--- config.mk ---
export PLATFORM = sky130hd
export DESIGN_NAME = ndn_mcu_node
export DESIGN_NICKNAME = d
export VERILOG_FILES = /design/src/rtl/ndn_pkg.sv /design/src/rtl/content_store.sv /design/src/rtl/mcu_serial_rx.sv /design/src/rtl/mcu_serial_tx.sv /design/src/rtl/ndn_mcu_node.sv
export VERILOG_INCLUDE_DIRS = /design/src /design/src/rtl
export SDC_FILE = /design/constraint.sdc
export NUM_CORES = 2
export LEC_CHECK = 0
export ABC_AREA = 1
export BUFFER_PORTS_ARGS = -buffer_cell sky130_fd_sc_hd__buf_2
export CAP_MARGIN = 10
export CORE_UTILIZATION = 40
export DETAILED_ROUTE_END_ITERATION = 7
export SLEW_MARGIN = 20
export SYNTH_ARGS = -nofsm -noshare
export SYNTH_HDL_FRONTEND = slang
export SYNTH_SLANG_ARGS = --single-unit
--- constraint.sdc ---
create_clock -name clk -period 12.9 [get_ports clk]
set_input_delay 1.935 -clock clk [delete_from_list [all_inputs] [get_ports clk]]
set_output_delay 1.935 -clock clk [all_outputs]
set_load 0.1 [all_outputs]
--- src/rtl/ndn_consts.svh ---
// Widths and depths of the edge node, included by the package, the RTL and the testbench
`ifndef NDN_CONSTS_SVH
`define NDN_CONSTS_SVH

// Name prefix is one 64-bit word
`define NDN_PREFIX_W 64

// Prefix length field, top L bits of the prefix are significant
`define NDN_LEN_W 6

// Data payload, 32 bytes
`define NDN_PAYLOAD_W 256

// Content store depth and matching slot index width
`define NDN_CS_ENTRIES 4
`define NDN_SLOT_W 2

// Miss counter width, wraps on overflow
`define NDN_MISS_W 16

`endif

--- src/rtl/ndn_pkg.sv ---
// Shared types of the edge node, imported by every RTL module and the testbench
`include "ndn_consts.svh"

package ndn_pkg;

    // Plain vectors with a meaning
    typedef logic [`NDN_PREFIX_W-1:0]  prefix_t;
    typedef logic [`NDN_LEN_W-1:0]     prefix_len_t;
    typedef logic [`NDN_PAYLOAD_W-1:0] payload_t;
    typedef logic [`NDN_SLOT_W-1:0]    slot_t;
    typedef logic [`NDN_MISS_W-1:0]    miss_count_t;

    // Interest as decoded from mosi
    typedef struct packed {
        prefix_len_t len;
        prefix_t     prefix;
    } interest_t;

    // Data packet, prefix goes out first on miso
    typedef struct packed {
        prefix_t  prefix;
        payload_t payload;
    } data_pkt_t;

    // One store entry write from the host port
    typedef struct packed {
        slot_t       slot;
        prefix_len_t len;
        prefix_t     prefix;
        payload_t    payload;
    } cs_fill_t;

    // Serial state machines
    typedef enum logic [1:0] {RX_IDLE, RX_LEN, RX_PREFIX, RX_HOLD} rx_state_t;
    typedef enum logic [1:0] {TX_IDLE, TX_START, TX_PREFIX, TX_PAYLOAD} tx_state_t;

endpackage

--- src/rtl/content_store.sv ---
// Content store, longest-prefix match of interests against loadable entries
`timescale 1ns/1ps
`include "ndn_consts.svh"

module content_store (
    input  logic                 clk,
    input  logic                 rst,
    input  logic                 fill_valid,
    output logic                 fill_ready,
    input  ndn_pkg::cs_fill_t    fill_entry,
    input  logic                 interest_valid,
    output logic                 interest_ready,
    input  ndn_pkg::interest_t   interest,
    output logic                 pkt_valid,
    input  logic                 pkt_ready,
    output ndn_pkg::data_pkt_t   pkt,
    output ndn_pkg::miss_count_t miss_count
);
    import ndn_pkg::*;

    // Entry storage
    logic        ent_valid   [`NDN_CS_ENTRIES];
    prefix_len_t ent_len     [`NDN_CS_ENTRIES];
    prefix_t     ent_prefix  [`NDN_CS_ENTRIES];
    payload_t    ent_payload [`NDN_CS_ENTRIES];

    // Lookup result
    logic        found;
    slot_t       best_slot;
    prefix_len_t best_len;
    logic        accept;

    // Mask with the top len bits set
    function automatic prefix_t top_mask(input prefix_len_t len);
        top_mask = ~({`NDN_PREFIX_W{1'b1}} >> len);
    endfunction

    // Host writes are never stalled
    assign fill_ready = 1'b1;

    // Busy only while a hit waits for the transmitter
    assign interest_ready = !pkt_valid;
    assign accept         = interest_valid && interest_ready;

    // Parallel compare, strict greater keeps the lowest slot on a tie
    always_comb begin
        found     = 1'b0;
        best_slot = '0;
        best_len  = '0;
        for (int i = 0; i < `NDN_CS_ENTRIES; i++) begin
            if (ent_valid[i] && (ent_len[i] <= interest.len) &&
                (((ent_prefix[i] ^ interest.prefix) & top_mask(ent_len[i])) == '0)) begin
                if (!found || (ent_len[i] > best_len)) begin
                    found     = 1'b1;
                    best_slot = slot_t'(i);
                    best_len  = ent_len[i];
                end
            end
        end
    end

    // Valid bits and result control
    always_ff @(posedge clk or posedge rst) begin
        if (rst) begin
            for (int i = 0; i < `NDN_CS_ENTRIES; i++) begin
                ent_valid[i] <= 1'b0;
            end
            pkt_valid  <= 1'b0;
            miss_count <= '0;
        end else begin
            if (fill_valid) begin
                ent_valid[fill_entry.slot] <= 1'b1;
            end
            if (accept && found) begin
                pkt_valid <= 1'b1;
            end else if (pkt_valid && pkt_ready) begin
                pkt_valid <= 1'b0;
            end
            // A miss is final
            if (accept && !found) begin
                miss_count <= miss_count + 1'b1;
            end
        end
    end

    // Entry contents and outgoing packet, lookup reads the old entry on a same-cycle fill
    always_ff @(posedge clk) begin
        if (fill_valid) begin
            ent_len[fill_entry.slot]     <= fill_entry.len;
            ent_prefix[fill_entry.slot]  <= fill_entry.prefix;
            ent_payload[fill_entry.slot] <= fill_entry.payload;
        end
        if (accept && found) begin
            pkt.prefix  <= ent_prefix[best_slot];
            pkt.payload <= ent_payload[best_slot];
        end
    end

    // Packet stays offered until the transmitter takes it
    a_pkt_held: assert property (
        @(posedge clk) disable iff (rst)
        pkt_valid && !pkt_ready |=> pkt_valid && $stable(pkt)
    );

endmodule

--- src/rtl/mcu_serial_rx.sv ---
// Interest receiver, turns start bit, length and prefix on mosi into a valid/ready interest
`timescale 1ns/1ps
`include "ndn_consts.svh"

module mcu_serial_rx (
    input  logic               clk,
    input  logic               rst,
    input  logic               mosi,
    output logic               interest_valid,
    input  logic               interest_ready,
    output ndn_pkg::interest_t interest
);
    import ndn_pkg::*;

    // Index wide enough for the longest field
    localparam int IDX_W = $clog2(`NDN_PREFIX_W);

    rx_state_t        state;
    logic [IDX_W-1:0] bit_idx;

    // Held interest is offered until the store takes it
    assign interest_valid = (state == RX_HOLD);

    always_ff @(posedge clk or posedge rst) begin
        if (rst) begin
            state   <= RX_IDLE;
            bit_idx <= '0;
        end else begin
            case (state)
                RX_IDLE: begin
                    // Low line is the start bit
                    if (!mosi) begin
                        state   <= RX_LEN;
                        bit_idx <= IDX_W'(`NDN_LEN_W - 1);
                    end
                end
                RX_LEN: begin
                    if (bit_idx == '0) begin
                        state   <= RX_PREFIX;
                        bit_idx <= IDX_W'(`NDN_PREFIX_W - 1);
                    end else begin
                        bit_idx <= bit_idx - 1'b1;
                    end
                end
                RX_PREFIX: begin
                    // Last prefix bit, interest valid from the next cycle
                    if (bit_idx == '0) begin
                        state <= RX_HOLD;
                    end else begin
                        bit_idx <= bit_idx - 1'b1;
                    end
                end
                RX_HOLD: begin
                    // mosi ignored here until the store accepts
                    if (interest_ready) begin
                        state <= RX_IDLE;
                    end
                end
                default: begin
                    state <= RX_IDLE;
                end
            endcase
        end
    end

    // Fields shift in MSB first
    always_ff @(posedge clk) begin
        if (state == RX_LEN) begin
            interest.len <= {interest.len[`NDN_LEN_W-2:0], mosi};
        end
        if (state == RX_PREFIX) begin
            interest.prefix <= {interest.prefix[`NDN_PREFIX_W-2:0], mosi};
        end
    end

    // Offered interest must not change under back-pressure
    a_interest_stable: assert property (
        @(posedge clk) disable iff (rst)
        interest_valid && !interest_ready |=> interest_valid && $stable(interest)
    );

endmodule

--- src/rtl/mcu_serial_tx.sv ---
// Data transmitter, sends start bit, prefix and payload of a data packet on miso
`timescale 1ns/1ps
`include "ndn_consts.svh"

module mcu_serial_tx (
    input  logic               clk,
    input  logic               rst,
    input  logic               pkt_valid,
    output logic               pkt_ready,
    input  ndn_pkg::data_pkt_t pkt,
    output logic               miso
);
    import ndn_pkg::*;

    // Bits after the start bit and the counter that spans them
    localparam int FRAME_BITS = `NDN_PREFIX_W + `NDN_PAYLOAD_W;
    localparam int CNT_W      = $clog2(FRAME_BITS + 1);

    tx_state_t             state;
    logic [CNT_W-1:0]      bit_cnt;
    logic [FRAME_BITS-1:0] shreg;

    // Takes a packet only between frames
    assign pkt_ready = (state == TX_IDLE);

    always_ff @(posedge clk or posedge rst) begin
        if (rst) begin
            state   <= TX_IDLE;
            bit_cnt <= '0;
            miso    <= 1'b1;
        end else begin
            case (state)
                TX_IDLE: begin
                    if (pkt_valid) begin
                        // Start bit
                        miso    <= 1'b0;
                        bit_cnt <= '0;
                        state   <= TX_START;
                    end
                end
                TX_START: begin
                    miso    <= shreg[FRAME_BITS-1];
                    bit_cnt <= bit_cnt + 1'b1;
                    state   <= TX_PREFIX;
                end
                TX_PREFIX: begin
                    miso    <= shreg[FRAME_BITS-1];
                    bit_cnt <= bit_cnt + 1'b1;
                    if (bit_cnt == CNT_W'(`NDN_PREFIX_W - 1)) begin
                        state <= TX_PAYLOAD;
                    end
                end
                TX_PAYLOAD: begin
                    // All bits out, line back to idle high
                    if (bit_cnt == CNT_W'(FRAME_BITS)) begin
                        miso  <= 1'b1;
                        state <= TX_IDLE;
                    end else begin
                        miso    <= shreg[FRAME_BITS-1];
                        bit_cnt <= bit_cnt + 1'b1;
                    end
                end
                default: begin
                    miso  <= 1'b1;
                    state <= TX_IDLE;
                end
            endcase
        end
    end

    // Prefix in the upper bits, so MSB first covers prefix then payload
    always_ff @(posedge clk) begin
        if (state == TX_IDLE && pkt_valid) begin
            shreg <= pkt;
        end else if (state != TX_IDLE) begin
            shreg <= {shreg[FRAME_BITS-2:0], 1'b0};
        end
    end

    // Line idles high
    a_idle_high: assert property (
        @(posedge clk) disable iff (rst)
        state == TX_IDLE |-> miso
    );

endmodule

--- src/rtl/ndn_mcu_node.sv ---
// Edge node top, serial receiver into content store into serial transmitter
`timescale 1ns/1ps

module ndn_mcu_node (
    input  logic                 clk,
    input  logic                 rst,
    input  logic                 mosi,
    output logic                 miso,
    input  logic                 fill_valid,
    output logic                 fill_ready,
    input  ndn_pkg::cs_fill_t    fill_entry,
    output ndn_pkg::miss_count_t miss_count
);
    import ndn_pkg::*;

    // Receiver to store
    logic      interest_valid;
    logic      interest_ready;
    interest_t interest;

    // Store to transmitter
    logic      pkt_valid;
    logic      pkt_ready;
    data_pkt_t pkt;

    mcu_serial_rx u_rx (
        .clk            (clk),
        .rst            (rst),
        .mosi           (mosi),
        .interest_valid (interest_valid),
        .interest_ready (interest_ready),
        .interest       (interest)
    );

    content_store u_cs (
        .clk            (clk),
        .rst            (rst),
        .fill_valid     (fill_valid),
        .fill_ready     (fill_ready),
        .fill_entry     (fill_entry),
        .interest_valid (interest_valid),
        .interest_ready (interest_ready),
        .interest       (interest),
        .pkt_valid      (pkt_valid),
        .pkt_ready      (pkt_ready),
        .pkt            (pkt),
        .miss_count     (miss_count)
    );

    mcu_serial_tx u_tx (
        .clk       (clk),
        .rst       (rst),
        .pkt_valid (pkt_valid),
        .pkt_ready (pkt_ready),
        .pkt       (pkt),
        .miso      (miso)
    );

endmodule

==> impl_metrics.prom <==
# TYPE chip_impl_metric gauge
chip_impl_metric{name="clock_tree_skew_after_final_layout",unit="ns"} 0.0735
chip_impl_metric{name="route.final.wire_length",unit="um"} 247000
chip_impl_metric{name="place_worst_setup_slack",unit="ns"} 3.65
chip_impl_metric{name="fillCellCount",unit=""} 20923
chip_impl_metric{name="post-route-util",unit="%"} 44.9
chip_impl_metric{name="leakage",unit="uW"} 0.0410
chip_impl_metric{name="synthDominantCellAreaShare",unit="%"} 65.4
chip_impl_info{name="synth_ff_type",value="edfxtp_1"} 1
chip_impl_metric{name="dr_total_vias",unit=""} 56987
chip_impl_metric{name="postSynthRegisterBits",unit=""} 2055
chip_impl_metric{name="tightestPinTransition",unit="ns"} 1.44
chip_impl_metric{name="share_seq_of_total_power",unit="%"} 52.7
chip_impl_metric{name="grt_pass1_vias",unit=""} 55170
chip_impl_info{name="cell_taking_the_most_area_after_synthesis",value="edfxtp_1"} 1
chip_impl_metric{name="pin_count",unit=""} 350
chip_impl_info{name="timing.hold.worst.class",value="reg2reg"} 1
chip_impl_metric{name="placeableCoreArea",unit="sq mm"} 0.230
chip_impl_metric{name="grt_pass1_wl",unit="um"} 362000
chip_impl_metric{name="switching_power",unit="uW"} 3170
chip_impl_metric{name="io_buffers",unit=""} 348
chip_impl_metric{name="final_min_period_over_clock_period",unit="%"} 74.0
chip_impl_info{name="worst_path_max_delay_cell",value="buf_4"} 1
chip_impl_metric{name="synth_area",unit="sq mm"} 0.0924
chip_impl_metric{name="synth.lib_cells_used.distinct",unit=""} 53
chip_impl_metric{name="drc",unit=""} 0
chip_impl_metric{name="path_clk_slew",unit="ns"} 0.06
chip_impl_metric{name="met1Wirelength",unit="um"} 108000
chip_impl_metric{name="layout-area-overhead-vs-synth",unit="%"} 11.6
chip_impl_metric{name="drt-initial-drc-count",unit=""} 4854
chip_impl_metric{name="avgViaCountPerCell",unit=""} 5.04
chip_impl_info{name="synth_area_leaders",value="edfxtp_1 65%, nand2_1 6.0%, nand3_1 5.9%, inv_1 5.7%, mux2_2 3.9%"} 1
chip_impl_metric{name="report.final.slew_viol_count",unit=""} 0
chip_impl_info{name="grt_setup_unrepaired",value="false"} 1
chip_impl_info{name="critPathLaunchType",value="register"} 1
chip_impl_metric{name="maxClockFrequency",unit="GHz"} 0.105
chip_impl_metric{name="fp.dieArea",unit="sq mm"} 0.233
chip_impl_metric{name="hold_viol",unit=""} 0
chip_impl_metric{name="ctsLongestPathBuffers",unit=""} 3
chip_impl_metric{name="wl_per_cell",unit="um"} 21.8
chip_impl_info{name="mostFrequentLayoutCell",value="edfxtp_1"} 1
chip_impl_metric{name="total_overflow_reported_by_the_global_router",unit=""} 0
chip_impl_metric{name="first_pass_iters",unit=""} 5
chip_impl_metric{name="post_cts_resized",unit=""} 0
chip_impl_metric{name="grt_antenna_before_repair",unit=""} 101
chip_impl_metric{name="timing.slew.headroom",unit="%"} 4.02
chip_impl_metric{name="max-vdd-ir-drop",unit="V"} 0.000134
chip_impl_metric{name="grt_max_degree",unit=""} 193
chip_impl_metric{name="worst-endpoint-arrival",unit="ns"} 10.17
chip_impl_metric{name="antenna_violating_nets_post_route",unit=""} 0
chip_impl_metric{name="async_flop_share",unit="%"} 2.00
chip_impl_metric{name="sequential_share_of_the_synthesized_area",unit="%"} 66.5
chip_impl_metric{name="layout_setup_ws",unit="ns"} 3.36
chip_impl_metric{name="internal_power",unit="uW"} 11300
chip_impl_info{name="clk_root_buffer_cell",value="clkbuf_16"} 1
chip_impl_metric{name="period_minus_slack",unit="ns"} 9.54
chip_impl_metric{name="postCtsSetupRepairBufs",unit=""} 0
chip_impl_metric{name="synth-edff-count",unit=""} 2014
chip_impl_metric{name="initial_utilization",unit="%"} 40.2
chip_impl_metric{name="hold_buffers",unit=""} 0
chip_impl_metric{name="avgSynthCellArea",unit="sq um"} 11.9
chip_impl_metric{name="switching_share",unit="%"} 22.0
chip_impl_metric{name="cts.htree.levels",unit=""} 4
chip_impl_metric{name="fp-row-count",unit=""} 176
chip_impl_metric{name="numCtsBuffers",unit=""} 216
chip_impl_metric{name="crit_path_max_fanout",unit=""} 139
chip_impl_metric{name="clock_insertion_delay_worst_skew",unit="ns"} 0.88
chip_impl_info{name="crit_path_end_kind",value="register"} 1
chip_impl_metric{name="cp_data_required_time",unit="ns"} 13.53
chip_impl_metric{name="gp_congestion",unit=""} 0.977
chip_impl_metric{name="clkSinkCount",unit=""} 2055
chip_impl_metric{name="synth_fp_nets",unit=""} 8174
chip_impl_metric{name="syn-instance-count",unit=""} 7785
chip_impl_metric{name="setup_viol",unit=""} 0
chip_impl_metric{name="drive_above_1_share",unit="%"} 17.1
chip_impl_metric{name="dp.final_hpwl",unit="um"} 152000
chip_impl_metric{name="met3_length",unit="um"} 16800
chip_impl_metric{name="floorplan.die.height",unit="um"} 483
chip_impl_metric{name="die_x",unit="um"} 483
chip_impl_info{name="cts_tree",value="done"} 1
chip_impl_metric{name="synth_warn",unit=""} 0
chip_impl_info{name="routed.top_layer",value="met5"} 1
chip_impl_metric{name="layout.nets",unit=""} 8465
chip_impl_metric{name="power.density",unit="mW/mm^2"} 140
chip_impl_info{name="worstSetupPathType",value="reg2reg"} 1
chip_impl_metric{name="power_frac_clock",unit="%"} 43.2
chip_impl_metric{name="power.share.combinational",unit="%"} 4.1
chip_impl_metric{name="route.met2.wl",unit="um"} 114000
chip_impl_metric{name="max-cap-violations",unit=""} 0
chip_impl_metric{name="gr-usage-all-layers",unit="%"} 20.9
chip_impl_metric{name="crit_path_max_incr_delay",unit="ns"} 0.86
chip_impl_info{name="final_cell_mix",value="2014 x edfxtp_1, 1473 x nand2_1, 1412 x inv_1"} 1
chip_impl_info{name="status",value="completed"} 1
[cell families (layout without fill, tap and decap cells)]
| kind of cell | Yosys count | in the layout | share of synthesized area [%] |
|---|---|---|---|
| AOI/OAI and AO/OA | 238 | 238 | 1.39 |
| xor gates and xnor gates | 212 | 212 | 2.01 |
| adders and majority gates | 57 | 57 | 0.772 |
| buffers and inverters | 1771 | 2246 | 8.87 |
| DFF | 2055 | 2055 | 66.5 |
| muxes | 319 | 319 | 3.89 |
| other | 1 | 23 | 0.00406 |
| and+or+nand+nor | 3132 | 3132 | 16.5 |
[metal layers]
layer / GRT usage, % / vias up
li1: - / 26663
met1: 28.8 / 28009
met2: 33.2 / 1749
met3: 4.05 / 484
met4: 6.88 / 82
met5: 0 / -
[sequential cells by signal, summed over array words and instances, names as in the netlist]
| signal | cells |
|---|---|
| u_rx.state | 2 |
| u_cs.ent_len | 24 |
| u_tx.shreg | 320 |
| u_rx.bit_idx | 6 |
| u_cs.ent_payload | 1024 |
| u_cs.ent_prefix | 256 |
| u_tx.bit_cnt | 9 |
| u_cs.pkt | 320 |
| u_tx.miso | 1 |
| u_tx.state | 2 |
| u_cs.pkt_valid | 1 |
| u_rx.interest | 70 |
| u_cs.miss_count | 16 |
| u_cs.ent_valid | 4 |
[critical path, delay by kind of cell (launching register included)]
family	cells	cell delay (ns)
compound gates	14	2.17
fa+ha+maj	3	0.92
buf+inv	6	2.10
flops	1	0.63
simple gates	19	3.01
[metrics by stage]
| step | cell area, sq um | power, uW | std cells | hold WS [ns] | TNS, ns |
|---|---|---|---|---|---|
| floorplan | 92400 | 8120 | 7785 | 0.400 | -3575.87 |
| global placement | 95900 | 8330 | 10884 | 0.435 | 0 |
| detailed placement | 95900 | 8350 | 10884 | 0.445 | 0 |
| CTS | 103000 | 14600 | 11286 | 0.451 | 0 |
| global route | 103000 | 14900 | 11298 | 0.470 | 0 |
| finish | 103000 | 14500 | 11308 | 0.453 | 0 |
[power by group through the flow]
stage	sequential (uW)	combinational [uW]	clock, uW
floorplan	7790	323	0
global placement	7750	578	0
detailed placement	7760	591	0
CTS	7620	594	6370
global route	7640	653	6620
finish	7620	594	6240
[path summary, 6_finish.rpt]
path	from	end	slack [ns]	cells after the start
min in group asynchronous	rst	u_cs.miss_count[14]	1.22	3
max in group asynchronous	rst	u_cs.ent_valid[3]	11.22	3
hold reg to reg	u_rx.interest[65]	u_rx.interest[66]	0.45	0
setup reg to reg	u_cs.ent_len[0][4]	u_cs.pkt[68]	3.36	42
hold / removal	u_rx.interest[65]	u_rx.interest[66]	0.45	0
setup / recovery	u_cs.ent_len[0][4]	u_cs.pkt[68]	3.36	42
[cell usage after synthesis, drive strengths merged (5+ instances only)]
cell,instances
a21oi,48
buf,287
nand4,24
nor2,188
nor3b,5
xnor2,36
xor2,176
o31ai,7
nand3,1396
o21ai,154
edfxtp,2014
ha,57
nor3,19
mux2,319
dfrtp,40
nand2,1486
inv,1422
o211ai,9
clkbuf,59
[final cells by class]
cell class                      instances  area [sq um]  area share, %
Multi-Input combinational cell       3959         22800           22.1
Inverter                             1425          5360           5.20
Sequential cell                      2055         61500           59.6
Antenna cell                           22          55.1         0.0534
Timing Repair Buffer                  419          2480           2.40
Tap cell                             3026          3790           3.67
Clock buffer                          248          5550           5.38
Clock inverter                        154          1580           1.53
(Power assumes the default switching activity.)
